File: config.mk
export PLATFORM = sky130hd
export DESIGN_NAME = sysarr_top
export DESIGN_NICKNAME = d
export VERILOG_FILES = /design/src/sysarr_types_pkg.sv /design/src/sysarr_ctrl_pkg.sv /design/src/sysarr_cu_if.sv /design/src/sysarr_control_unit.sv /design/src/sysarr_row_buffers.sv /design/src/sysarr_mac_array.sv /design/src/sysarr_partial_adder.sv /design/src/sysarr_top.sv
export SDC_FILE = /design/constraint.sdc
export NUM_CORES = 2
export LEC_CHECK = 0
export BUFFER_PORTS_ARGS = -buffer_cell sky130_fd_sc_hd__buf_2
export CORE_ASPECT_RATIO = 0.9
export CORE_MARGIN = 5
export CORE_UTILIZATION = 69
export DETAILED_ROUTE_END_ITERATION = 7
export GPL_TIMING_DRIVEN = 1
export PLACE_DENSITY = 0.86
export SLEW_MARGIN = 0
export SYNTH_ARGS = -nofsm -noshare
export SYNTH_HDL_FRONTEND = slang
export SYNTH_SLANG_ARGS = --single-unit
File: constraint.sdc
create_clock -name clk -period 21.6 [get_ports clk]
set_input_delay 2.16 -clock clk [delete_from_list [all_inputs] [get_ports clk]]
set_output_delay 2.16 -clock clk [all_outputs]
set_load 0.02 [all_outputs]
File: src/sysarr_types_pkg.sv
package sysarr_types_pkg;

    // element and accumulator widths of the matrix engine
    localparam int DATA_W = 8;
    localparam int ACC_W  = 24;

    // one signed matrix element, as carried in input and weight rows
    typedef logic signed [DATA_W-1:0] elem_t;

    // one signed accumulator lane of a product, partial or output row
    typedef logic signed [ACC_W-1:0] acc_t;

    // rows travel as flat words of N lanes, lane j at [j*W +: W]
    // their width depends on the module parameter N, so the row types
    // appear as port widths in each module and not here

endpackage

File: src/sysarr_ctrl_pkg.sv
package sysarr_ctrl_pkg;

    localparam int SLOTS = 3; // GEMMs the control unit can track at once

    typedef logic [SLOTS-1:0]         slot_mask_t; // one bit per occupied slot
    typedef logic [$clog2(SLOTS)-1:0] slot_idx_t;

    // index of the lowest set bit, zero when the mask is empty
    function automatic slot_idx_t first_set(input slot_mask_t m);
        slot_idx_t idx;
        idx = '0;
        for (int s = SLOTS - 1; s >= 0; s--) begin
            if (m[s]) begin
                idx = slot_idx_t'(s);
            end
        end
        return idx;
    endfunction

endpackage

File: src/sysarr_cu_if.sv
`timescale 1ns/10ps

interface sysarr_cu_if #(
    parameter int N       = 4,
    parameter int MUL_LEN = 2,
    parameter int ADD_LEN = 2
);
    localparam int ROW_W = $clog2(N);

    logic             input_load;    // input row write into the buffers
    logic [ROW_W-1:0] input_row;
    logic             weight_load;   // weight row write into the MAC array
    logic [ROW_W-1:0] weight_row;
    logic             partials_load; // partial row write into the buffers
    logic [ROW_W-1:0] partials_row;
    logic             ps_bank;       // bank set the partial write goes to
    logic             MAC_start;
    logic [ROW_W-1:0] rd_row;        // row consumed by the current MAC step
    logic             rd_bank;
    logic             add_start;

    // the datapath is only sized and timed for this range
    if (N < 2 || N > 8 || MUL_LEN < 1 || MUL_LEN > 4 || ADD_LEN < 1 || ADD_LEN > 3)
    begin : g_param_check
        $error("sysarr_cu_if: N, MUL_LEN or ADD_LEN out of supported range");
    end

    modport control_unit (
        output input_load, input_row, weight_load, weight_row,
        output partials_load, partials_row, ps_bank,
        output MAC_start, rd_row, rd_bank, add_start
    );
    modport buffers (
        input input_load, input_row, partials_load, partials_row, ps_bank, rd_row, rd_bank
    );
    modport mac (input weight_load, weight_row, MAC_start);
    modport adder (input add_start);
endinterface

File: src/sysarr_control_unit.sv
`timescale 1ns/10ps

module sysarr_control_unit import sysarr_ctrl_pkg::*; #(
    parameter int N       = 4,
    parameter int MUL_LEN = 2
) (
    input  logic                 clk,
    input  logic                 nRST,
    input  logic                 input_en,
    input  logic                 weight_en,
    input  logic                 partial_en,
    input  logic [$clog2(N)-1:0] row_in_en,
    input  logic [$clog2(N)-1:0] row_ps_en,
    output logic                 fifo_has_space,
    sysarr_cu_if.control_unit    cu
);
    localparam int ROW_W = $clog2(N);

    slot_mask_t       occ, nxt_occ;
    logic [ROW_W-1:0] iter [SLOTS];     // next row each slot will issue
    logic [ROW_W-1:0] nxt_iter [SLOTS];
    slot_idx_t        oldest, nxt_oldest;
    logic             next_bank;        // bank set the next GEMM loads into
    logic             old_bank;         // bank set of the oldest GEMM
    logic             ps_bank_q;
    logic [N-1:0]     in_loaded [2];    // per bank set, rows written so far
    logic [N-1:0]     ps_loaded [2];
    logic [N-1:0]     ps_bit;
    logic             in_bank, ps_fill;
    logic             start, issue, retire, inputs_pending;
    logic [ROW_W-1:0] cur_row;
    logic [MUL_LEN-1:0] add_sr;

    // input_en wins the shared row_in_en bus over weight_en
    always_comb begin
        cu.input_load    = 1'b0;
        cu.input_row     = '0;
        cu.weight_load   = 1'b0;
        cu.weight_row    = '0;
        cu.partials_load = 1'b0;
        cu.partials_row  = '0;
        if (input_en) begin
            cu.input_load = 1'b1;
            cu.input_row  = row_in_en;
        end else if (weight_en) begin
            cu.weight_load = 1'b1;
            cu.weight_row  = row_in_en;
        end
        if (partial_en) begin
            cu.partials_load = 1'b1;
            cu.partials_row  = row_ps_en;
        end
    end

    assign start   = cu.input_load && (cu.input_row == '0);
    assign in_bank = (cu.input_row == '0) ? next_bank : ~next_bank; // row 0 opens a new bank set
    assign ps_bit  = N'(1) << cu.partials_row;
    assign ps_fill = cu.partials_load && (&(ps_loaded[ps_bank_q] | ps_bit));
    assign cu.ps_bank = ps_bank_q;

    // only the oldest GEMM issues, one whole row per MAC step
    assign cur_row = iter[oldest];
    assign issue   = in_loaded[old_bank][cur_row] && ps_loaded[old_bank][cur_row];
    assign retire  = issue && (cur_row == ROW_W'(N - 1));

    always_comb begin
        nxt_occ    = occ;
        nxt_iter   = iter;
        nxt_oldest = oldest;
        if (issue) begin
            nxt_iter[oldest] = cur_row + 1'b1;
            if (retire) begin
                nxt_iter[oldest] = '0;
                nxt_occ[oldest]  = 1'b0; // last row issued so the slot is free again
            end
        end
        if (start) begin
            nxt_occ[first_set(~occ)] = 1'b1;
        end
        if (retire || occ == '0) begin
            nxt_oldest = first_set(nxt_occ); // at most one slot left here
        end
    end

    always_ff @(posedge clk, negedge nRST) begin
        if (!nRST) begin
            occ          <= '0;
            iter         <= '{default: '0};
            oldest       <= '0;
            next_bank    <= 1'b0;
            old_bank     <= 1'b0;
            ps_bank_q    <= 1'b0;
            in_loaded    <= '{default: '0};
            ps_loaded    <= '{default: '0};
            cu.MAC_start <= 1'b0;
            cu.rd_row    <= '0;
            cu.rd_bank   <= 1'b0;
        end else begin
            occ    <= nxt_occ;
            iter   <= nxt_iter;
            oldest <= nxt_oldest;
            if (start) begin
                next_bank <= ~next_bank;
            end
            if (ps_fill) begin
                ps_bank_q <= ~ps_bank_q; // later partials belong to the next GEMM
            end
            if (retire) begin
                old_bank            <= ~old_bank;
                in_loaded[old_bank] <= '0;
                ps_loaded[old_bank] <= '0;
            end
            if (cu.input_load) begin
                in_loaded[in_bank][cu.input_row] <= 1'b1;
            end
            if (cu.partials_load) begin
                ps_loaded[ps_bank_q][cu.partials_row] <= 1'b1;
            end
            cu.MAC_start <= issue;
            if (issue) begin
                cu.rd_row  <= cur_row;
                cu.rd_bank <= old_bank;
            end
        end
    end

    // products leave the multiply pipeline MUL_LEN cycles after MAC_start
    always_ff @(posedge clk, negedge nRST) begin
        if (!nRST) begin
            add_sr <= '0;
        end else begin
            add_sr <= (add_sr << 1) | MUL_LEN'(cu.MAC_start);
        end
    end
    assign cu.add_start = add_sr[MUL_LEN-1];

    // with two buffer bank sets a new GEMM may only join a single older one
    assign inputs_pending = (occ != '0) && !(&in_loaded[~next_bank]);
    assign fifo_has_space = !inputs_pending && ($countones(occ) < 2);

    a_row0_needs_space: assert property (@(posedge clk) disable iff (!nRST)
        (input_en && row_in_en == '0) |-> fifo_has_space)
        else $error("input row 0 loaded while fifo_has_space is low");

    a_start_needs_slot: assert property (@(posedge clk) disable iff (!nRST)
        cu.MAC_start |-> $past(occ[oldest]))
        else $error("MAC_start issued with no occupied slot");
endmodule

File: src/sysarr_row_buffers.sv
`timescale 1ns/10ps

module sysarr_row_buffers import sysarr_types_pkg::*; #(
    parameter int N = 4
) (
    input  logic                 clk,
    input  logic                 nRST,
    input  logic [N*DATA_W-1:0]  row_data,
    input  logic [N*ACC_W-1:0]   ps_data,
    sysarr_cu_if.buffers         cu,
    output logic [N*DATA_W-1:0]  in_row,
    output logic [N*ACC_W-1:0]   ps_row
);
    logic [N*DATA_W-1:0] in_mem [2][N]; // two bank sets so one GEMM loads while another reads
    logic [N*ACC_W-1:0]  ps_mem [2][N];
    logic                in_bank_q;      // bank set of the GEMM currently loading inputs
    logic                in_wr_bank;

    // row 0 of an input starts a new GEMM in the other bank set
    assign in_wr_bank = (cu.input_row == '0) ? ~in_bank_q : in_bank_q;

    always_ff @(posedge clk, negedge nRST) begin
        if (!nRST) begin
            in_bank_q <= 1'b1; // so the first GEMM lands in bank set 0
        end else if (cu.input_load && cu.input_row == '0) begin
            in_bank_q <= ~in_bank_q;
        end
    end

    always_ff @(posedge clk) begin
        if (cu.input_load) begin
            in_mem[in_wr_bank][cu.input_row] <= row_data;
        end
        if (cu.partials_load) begin
            ps_mem[cu.ps_bank][cu.partials_row] <= ps_data;
        end
    end

    // read during the MAC_start cycle, consumed by the array and the adder
    assign in_row = in_mem[cu.rd_bank][cu.rd_row];
    assign ps_row = ps_mem[cu.rd_bank][cu.rd_row];
endmodule

File: src/sysarr_mac_array.sv
`timescale 1ns/10ps

module sysarr_mac_array import sysarr_types_pkg::*; #(
    parameter int N       = 4,
    parameter int MUL_LEN = 2
) (
    input  logic                 clk,
    input  logic                 nRST,
    input  logic [N*DATA_W-1:0]  row_data,
    input  logic [N*DATA_W-1:0]  in_row,
    sysarr_cu_if.mac             cu,
    output logic [N*ACC_W-1:0]   prod_row
);
    elem_t w [N][N];        // w[k][j] multiplies input lane k into output lane j
    elem_t in_e [N];
    acc_t  sums [N];
    acc_t  pipe [MUL_LEN][N];

    always_ff @(posedge clk, negedge nRST) begin
        if (!nRST) begin
            w <= '{default: '0};
        end else if (cu.weight_load) begin
            for (int j = 0; j < N; j++) begin
                w[cu.weight_row][j] <= row_data[j*DATA_W +: DATA_W];
            end
        end
    end

    // whole row times the weight matrix in one step
    always_comb begin
        acc_t acc;
        for (int k = 0; k < N; k++) begin
            in_e[k] = in_row[k*DATA_W +: DATA_W];
        end
        for (int j = 0; j < N; j++) begin
            acc = '0;
            for (int k = 0; k < N; k++) begin
                acc = acc + acc_t'(in_e[k]) * acc_t'(w[k][j]); // sign extended before the multiply
            end
            sums[j] = acc;
        end
    end

    always_ff @(posedge clk) begin
        if (cu.MAC_start) begin
            pipe[0] <= sums;
        end
        for (int s = 1; s < MUL_LEN; s++) begin
            pipe[s] <= pipe[s-1]; // several rows can be in flight here
        end
    end

    always_comb begin
        for (int j = 0; j < N; j++) begin
            prod_row[j*ACC_W +: ACC_W] = pipe[MUL_LEN-1][j];
        end
    end

    a_no_weight_write_on_mac: assert property (@(posedge clk) disable iff (!nRST)
        cu.weight_load |-> !cu.MAC_start)
        else $error("weight row written in the same cycle as MAC_start");
endmodule

File: src/sysarr_partial_adder.sv
`timescale 1ns/10ps

module sysarr_partial_adder import sysarr_types_pkg::*; #(
    parameter int N       = 4,
    parameter int MUL_LEN = 2,
    parameter int ADD_LEN = 2
) (
    input  logic                clk,
    input  logic                nRST,
    input  logic [N*ACC_W-1:0]  prod_row,
    input  logic [N*ACC_W-1:0]  ps_row,
    sysarr_cu_if.adder          cu,
    output logic                out_valid,
    output logic [N*ACC_W-1:0]  out_data
);
    logic [N*ACC_W-1:0] ps_dly [MUL_LEN]; // partial row following its product
    logic [N*ACC_W-1:0] sum_row;
    logic [N*ACC_W-1:0] stage [ADD_LEN];
    logic [ADD_LEN-1:0] vld;

    always_comb begin
        for (int j = 0; j < N; j++) begin
            sum_row[j*ACC_W +: ACC_W] = acc_t'(prod_row[j*ACC_W +: ACC_W])
                                      + acc_t'(ps_dly[MUL_LEN-1][j*ACC_W +: ACC_W]);
        end
    end

    // ps_row sampled in the MAC_start cycle reaches the end in the add_start cycle
    always_ff @(posedge clk) begin
        ps_dly[0] <= ps_row;
        for (int s = 1; s < MUL_LEN; s++) begin
            ps_dly[s] <= ps_dly[s-1];
        end
        if (cu.add_start) begin
            stage[0] <= sum_row;
        end
        for (int s = 1; s < ADD_LEN; s++) begin
            stage[s] <= stage[s-1];
        end
    end

    always_ff @(posedge clk, negedge nRST) begin
        if (!nRST) begin
            vld <= '0;
        end else begin
            vld <= (vld << 1) | ADD_LEN'(cu.add_start);
        end
    end

    assign out_valid = vld[ADD_LEN-1];
    assign out_data  = stage[ADD_LEN-1]; // last stage doubles as the output row register
endmodule

File: src/sysarr_top.sv
`timescale 1ns/10ps

module sysarr_top import sysarr_types_pkg::*; #(
    parameter int N       = 4,
    parameter int MUL_LEN = 2,
    parameter int ADD_LEN = 2
) (
    input  logic                 clk,
    input  logic                 nRST,
    input  logic                 input_en,
    input  logic                 weight_en,
    input  logic                 partial_en,
    input  logic [$clog2(N)-1:0] row_in_en,
    input  logic [$clog2(N)-1:0] row_ps_en,
    input  logic [N*DATA_W-1:0]  row_data,
    input  logic [N*ACC_W-1:0]   ps_data,
    output logic                 fifo_has_space,
    output logic                 out_valid,
    output logic [N*ACC_W-1:0]   out_data
);
    logic [N*DATA_W-1:0] in_row;
    logic [N*ACC_W-1:0]  ps_row;
    logic [N*ACC_W-1:0]  prod_row;

    sysarr_cu_if #(.N(N), .MUL_LEN(MUL_LEN), .ADD_LEN(ADD_LEN)) cu_if ();

    sysarr_control_unit #(.N(N), .MUL_LEN(MUL_LEN)) u_cu (
        .clk, .nRST, .input_en, .weight_en, .partial_en, .row_in_en, .row_ps_en,
        .fifo_has_space, .cu(cu_if.control_unit)
    );

    sysarr_row_buffers #(.N(N)) u_buf (
        .clk, .nRST, .row_data, .ps_data, .cu(cu_if.buffers), .in_row, .ps_row
    );

    sysarr_mac_array #(.N(N), .MUL_LEN(MUL_LEN)) u_mac (
        .clk, .nRST, .row_data, .in_row, .cu(cu_if.mac), .prod_row
    );

    sysarr_partial_adder #(.N(N), .MUL_LEN(MUL_LEN), .ADD_LEN(ADD_LEN)) u_add (
        .clk, .nRST, .prod_row, .ps_row, .cu(cu_if.adder), .out_valid, .out_data
    );
endmodule

==> impl_table.tex <==
\begin{tabular}{lr}
\hline
Metric & Value \\
\hline
\multicolumn{2}{l}{\textbf{CTS}} \\
Cells resized by post-CTS repair & 0 \\
Buffer count from post-CTS setup fixing & 0 \\
Clock-pin slew reported for the worst setup and hold paths after clock tree synthesis & 0.07 ns \\
Library cell used as clock root buffer & sky130\_fd\_sc\_hd\_\_clkbuf\_16 \\
Number of clock sinks seen by CTS & 1767 \\
Clock tree from TritonCTS & yes \\
Number of clock buffers inserted by TritonCTS & 162 \\
Clk Latency, worst-skew pair & 0.82 ns \\
Maximum level of the CTS H-tree & 4 \\
Quantity of hold-fixing buffers added after cts & 0 \\
Maximum clock path buffer count & 3 \\
\multicolumn{2}{l}{\textbf{Layout}} \\
Share of layout cells above drive strength 1 & 13.11\% \\
Area occupied by registers & 48400 µm² \\
Final net count & 10350 \\
Final-layout fill cell count & 9216 \\
Area added between synthesis and finish & 8.431\% \\
Commonest cells after routing, fill and taps aside & sky130\_fd\_sc\_hd\_\_inv\_1, sky130\_fd\_sc\_hd\_\_edfxtp\_1, sky130\_fd\_sc\_hd\_\_fa\_1 \\
Commonest non-fill, non-tap cell in the layout & sky130\_fd\_sc\_hd\_\_inv\_1 \\
Area of combinational cells with multiple inputs & 53720 µm² \\
\multicolumn{2}{l}{\textbf{STA}} \\
Share of the clock period used by the worst path after layout & 45.64\% \\
Max Fclk & 0.1014 GHz \\
Total count of max-transition violations in the final report & 0 \\
Slew of the pin with the lowest slew margin & 1.249 ns \\
Post-Route Skew & 0.05156 ns \\
Final setup TNS & 0 ns \\
Final worst path period need & 9.859 ns \\
Unrepaired setup endpoints after global routing & false \\
Final setup fails & 0 \\
Hold violation total from the final report & 0 \\
Relative slew slack & 16.54\% \\
\multicolumn{2}{l}{\textbf{Global route}} \\
All-layer global routing usage & 32.89\% \\
Wire length of the first global-routing pass & 414700 µm \\
Pin count of the biggest net entering global routing & 106 \\
Number of antenna violations at the first check in global routing & 51 \\
Vias in the first global route & 71040 \\
Gr ovfl total & 0 \\
\multicolumn{2}{l}{\textbf{Worst setup path}} \\
Dominant delay contributor by cell family on the critical path & adder cells \\
Data arrival time of the critical path & 10.47 ns \\
Delay contributed by the slowest stage of the critical path & 0.88 ns \\
Worst setup SP type & flop \\
Buffers and inverters on the worst path & 8 \\
WP data required & 22.21 ns \\
Highest fanout seen on the critical path & 105 \\
Sort of element at the end of the critical path & flop \\
Critical-path top delay cell & sky130\_fd\_sc\_hd\_\_dfrtp\_4 \\
Crit Path Class & reg2reg \\
\multicolumn{2}{l}{\textbf{Run status}} \\
Failing checks & DRC \\
Outcome & complete, but fails checks \\
\multicolumn{2}{l}{\textbf{Worst hold path}} \\
Hold/Removal Path Class & reg2reg \\
\multicolumn{2}{l}{\textbf{Synthesis}} \\
Commonest register cell after synthesis & sky130\_fd\_sc\_hd\_\_edfxtp\_1 \\
Synth unique cells & 86 \\
Count of mapped cells out of synthesis & 8383 \\
Post-synth EDFFs & 1216 \\
Netlist Area Pre-Place & 108900 µm² \\
Mean Syn Cell Area & 13.00 µm² \\
Flop and latch count out of synthesis & 1767 \\
Synthesis warning total & 0 \\
Syn\_nets & 10170 \\
Async S/R FF share, synth & 9.451\% \\
Sequential-to-total area share from yosys stat & 44.41\% \\
\multicolumn{2}{l}{\textbf{Floorplanning}} \\
Die Area & 165900 µm² \\
Die boundary height & 387.0 µm \\
Core region area & 157100 µm² \\
Floorplan row count & 138 \\
\# IOs & 235 \\
Initial Utilization & 69.33\% \\
Die Wd & 428.8 µm \\
\multicolumn{2}{l}{\textbf{Route}} \\
Routed wire length & 269200 µm \\
Number of routed nets with antenna violations & 0 \\
Drt first-iter violations & 6468 \\
Via density per instance & 6.085 \\
First drt pass iteration count & 8 \\
Vias after detailed routing & 65970 \\
Post-detailed-route DRC marker count & 2 \\
Per-cell routed wire length & 24.83 µm \\
\multicolumn{2}{l}{\textbf{Placed design}} \\
Final weighted congestion in routability-driven placement & 0.9406 \\
HPWL after DPL & 182800 µm \\
Port Buf Inserts & 234 \\
\multicolumn{2}{l}{\textbf{Flow run}} \\
Max cap viols & 0 \\
\hline
\end{tabular}
## sequential cells by signal, summed over array words and instances, names as in the netlist, 4 cells and up, named ones only
signal / cells
u_mac.pipe: 192
u_mac.w: 128
u_buf.ps_mem: 768
u_add.stage: 192
u_buf.in_mem: 256
u_add.ps_dly: 192
u_cu.in_loaded: 8
u_cu.iter: 4
u_cu.ps_loaded: 8
## worst register-to-register path: cells and delay by family, from the launching register on
| kind | cells | cell delay, ns |
|---|---|---|
| flip-flops | 1 | 0.88 |
| XOR/XNOR | 1 | 0.24 |
| adder cells (fa/ha/maj) | 8 | 3.64 |
| AO/OA/AOI/OAI | 7 | 1.96 |
| AND/OR/NAND/NOR | 3 | 0.35 |
| buffers and inverters | 8 | 1.21 |
| multiplexers | 2 | 1.40 |
## per-layer routing
metal | GRT usage (%) | vias up | part of all wire (%)
met5 | 0 | - | 0.051
met4 | 17.93 | 22 | 6.3
met3 | 7.589 | 923 | 9.5
met2 | 53.54 | 3556 | 49
met1 | 41.41 | 33470 | 35
li1 | - | 28000 | -
## per-stage QoR
stage / hold WS [ns] / instance area, µm² / worst slack [ns] / util, % / cells
after floorplan: 0.3096 / 108900 / 12.07 / - / 8383
after CTS: 0.3219 / 118000 / 11.85 / 75.12 / 10800
after global placement: 0.3103 / 112300 / 12.11 / 71.44 / 10500
after detailed placement: 0.3121 / 112300 / 11.95 / 71.44 / 10500
final: 0.3258 / 118100 / 11.74 / 75.18 / 10840
after global routing: 0.3291 / 118100 / 11.15 / 75.15 / 10820
## worst paths after layout
path | start | end | slack, ns | cells past startpoint
worst max-delay path | u_cu.cu.rd_row[0]$_DFFE_PN0P_ | u_mac.pipe[0][22]$_DFFE_PP_ | 11.74 | 29
worst min-delay path | u_add.ps_dly[0][84]$_DFF_P_ | u_add.ps_dly[0][180]$_DFF_P_ | 0.33 | 0
worst max register to register | u_cu.cu.rd_row[0]$_DFFE_PN0P_ | u_mac.pipe[0][22]$_DFFE_PP_ | 11.74 | 29
worst min register to register | u_add.ps_dly[0][84]$_DFF_P_ | u_add.ps_dly[0][180]$_DFF_P_ | 0.33 | 0
max in group asynchronous | nRST | u_cu.cu.rd_bank$_DFFE_PN0P_ | 18.65 | 2
min in group asynchronous | nRST | u_mac.w[110]$_DFFE_PN0P_ | 1.38 | 1
## cells in the mapped netlist (all sizes together) (50+ instances only)
cell type / n / area, µm²
a21o: 92 / 690.7
a21oi: 206 / 1031
and2: 202 / 1266
buf: 151 / 978.4
clkbuf: 142 / 533.0
dfrtp: 166 / 4154
dfxtp: 384 / 7687
edfxtp: 1216 / 36520
fa: 1016 / 20340
ha: 635 / 7945
inv: 1529 / 5739
mux2: 236 / 2658
mux4: 257 / 5788
nand2: 328 / 1231
nand2b: 147 / 919.6
nand3: 50 / 250.2
nor2: 191 / 716.9
nor2b: 534 / 3341
o21ai: 93 / 480.5
o21bai: 82 / 615.6
xnor2: 361 / 3162
## logic make-up after synthesis
group | synth area share [%]
DFF | 44.41
muxes | 8.093
AOI/OAI and AO/OA | 3.894
and+or+nand+nor | 7.693
adders and majority gates | 25.96
buffers and inverters | 6.656
xor gates and xnor gates | 3.288
## final cells by class
| cell class | instances | share of cell area (%) |
|---|---|---|
| multi-input combinational | 4794 | 45.48 |
| sequential | 1767 | 40.98 |
| inverter | 1529 | 4.859 |
| clock buffer | 217 | 3.904 |
| tap | 2100 | 2.224 |
| timing repair buffer | 307 | 1.495 |
| clock inverter | 89 | 0.9840 |
| antenna | 38 | 0.08050 |
Power is left out: the tool's default activity adds up to more than one toggle a clock period on the data nets, which glitch-free logic cannot reach.
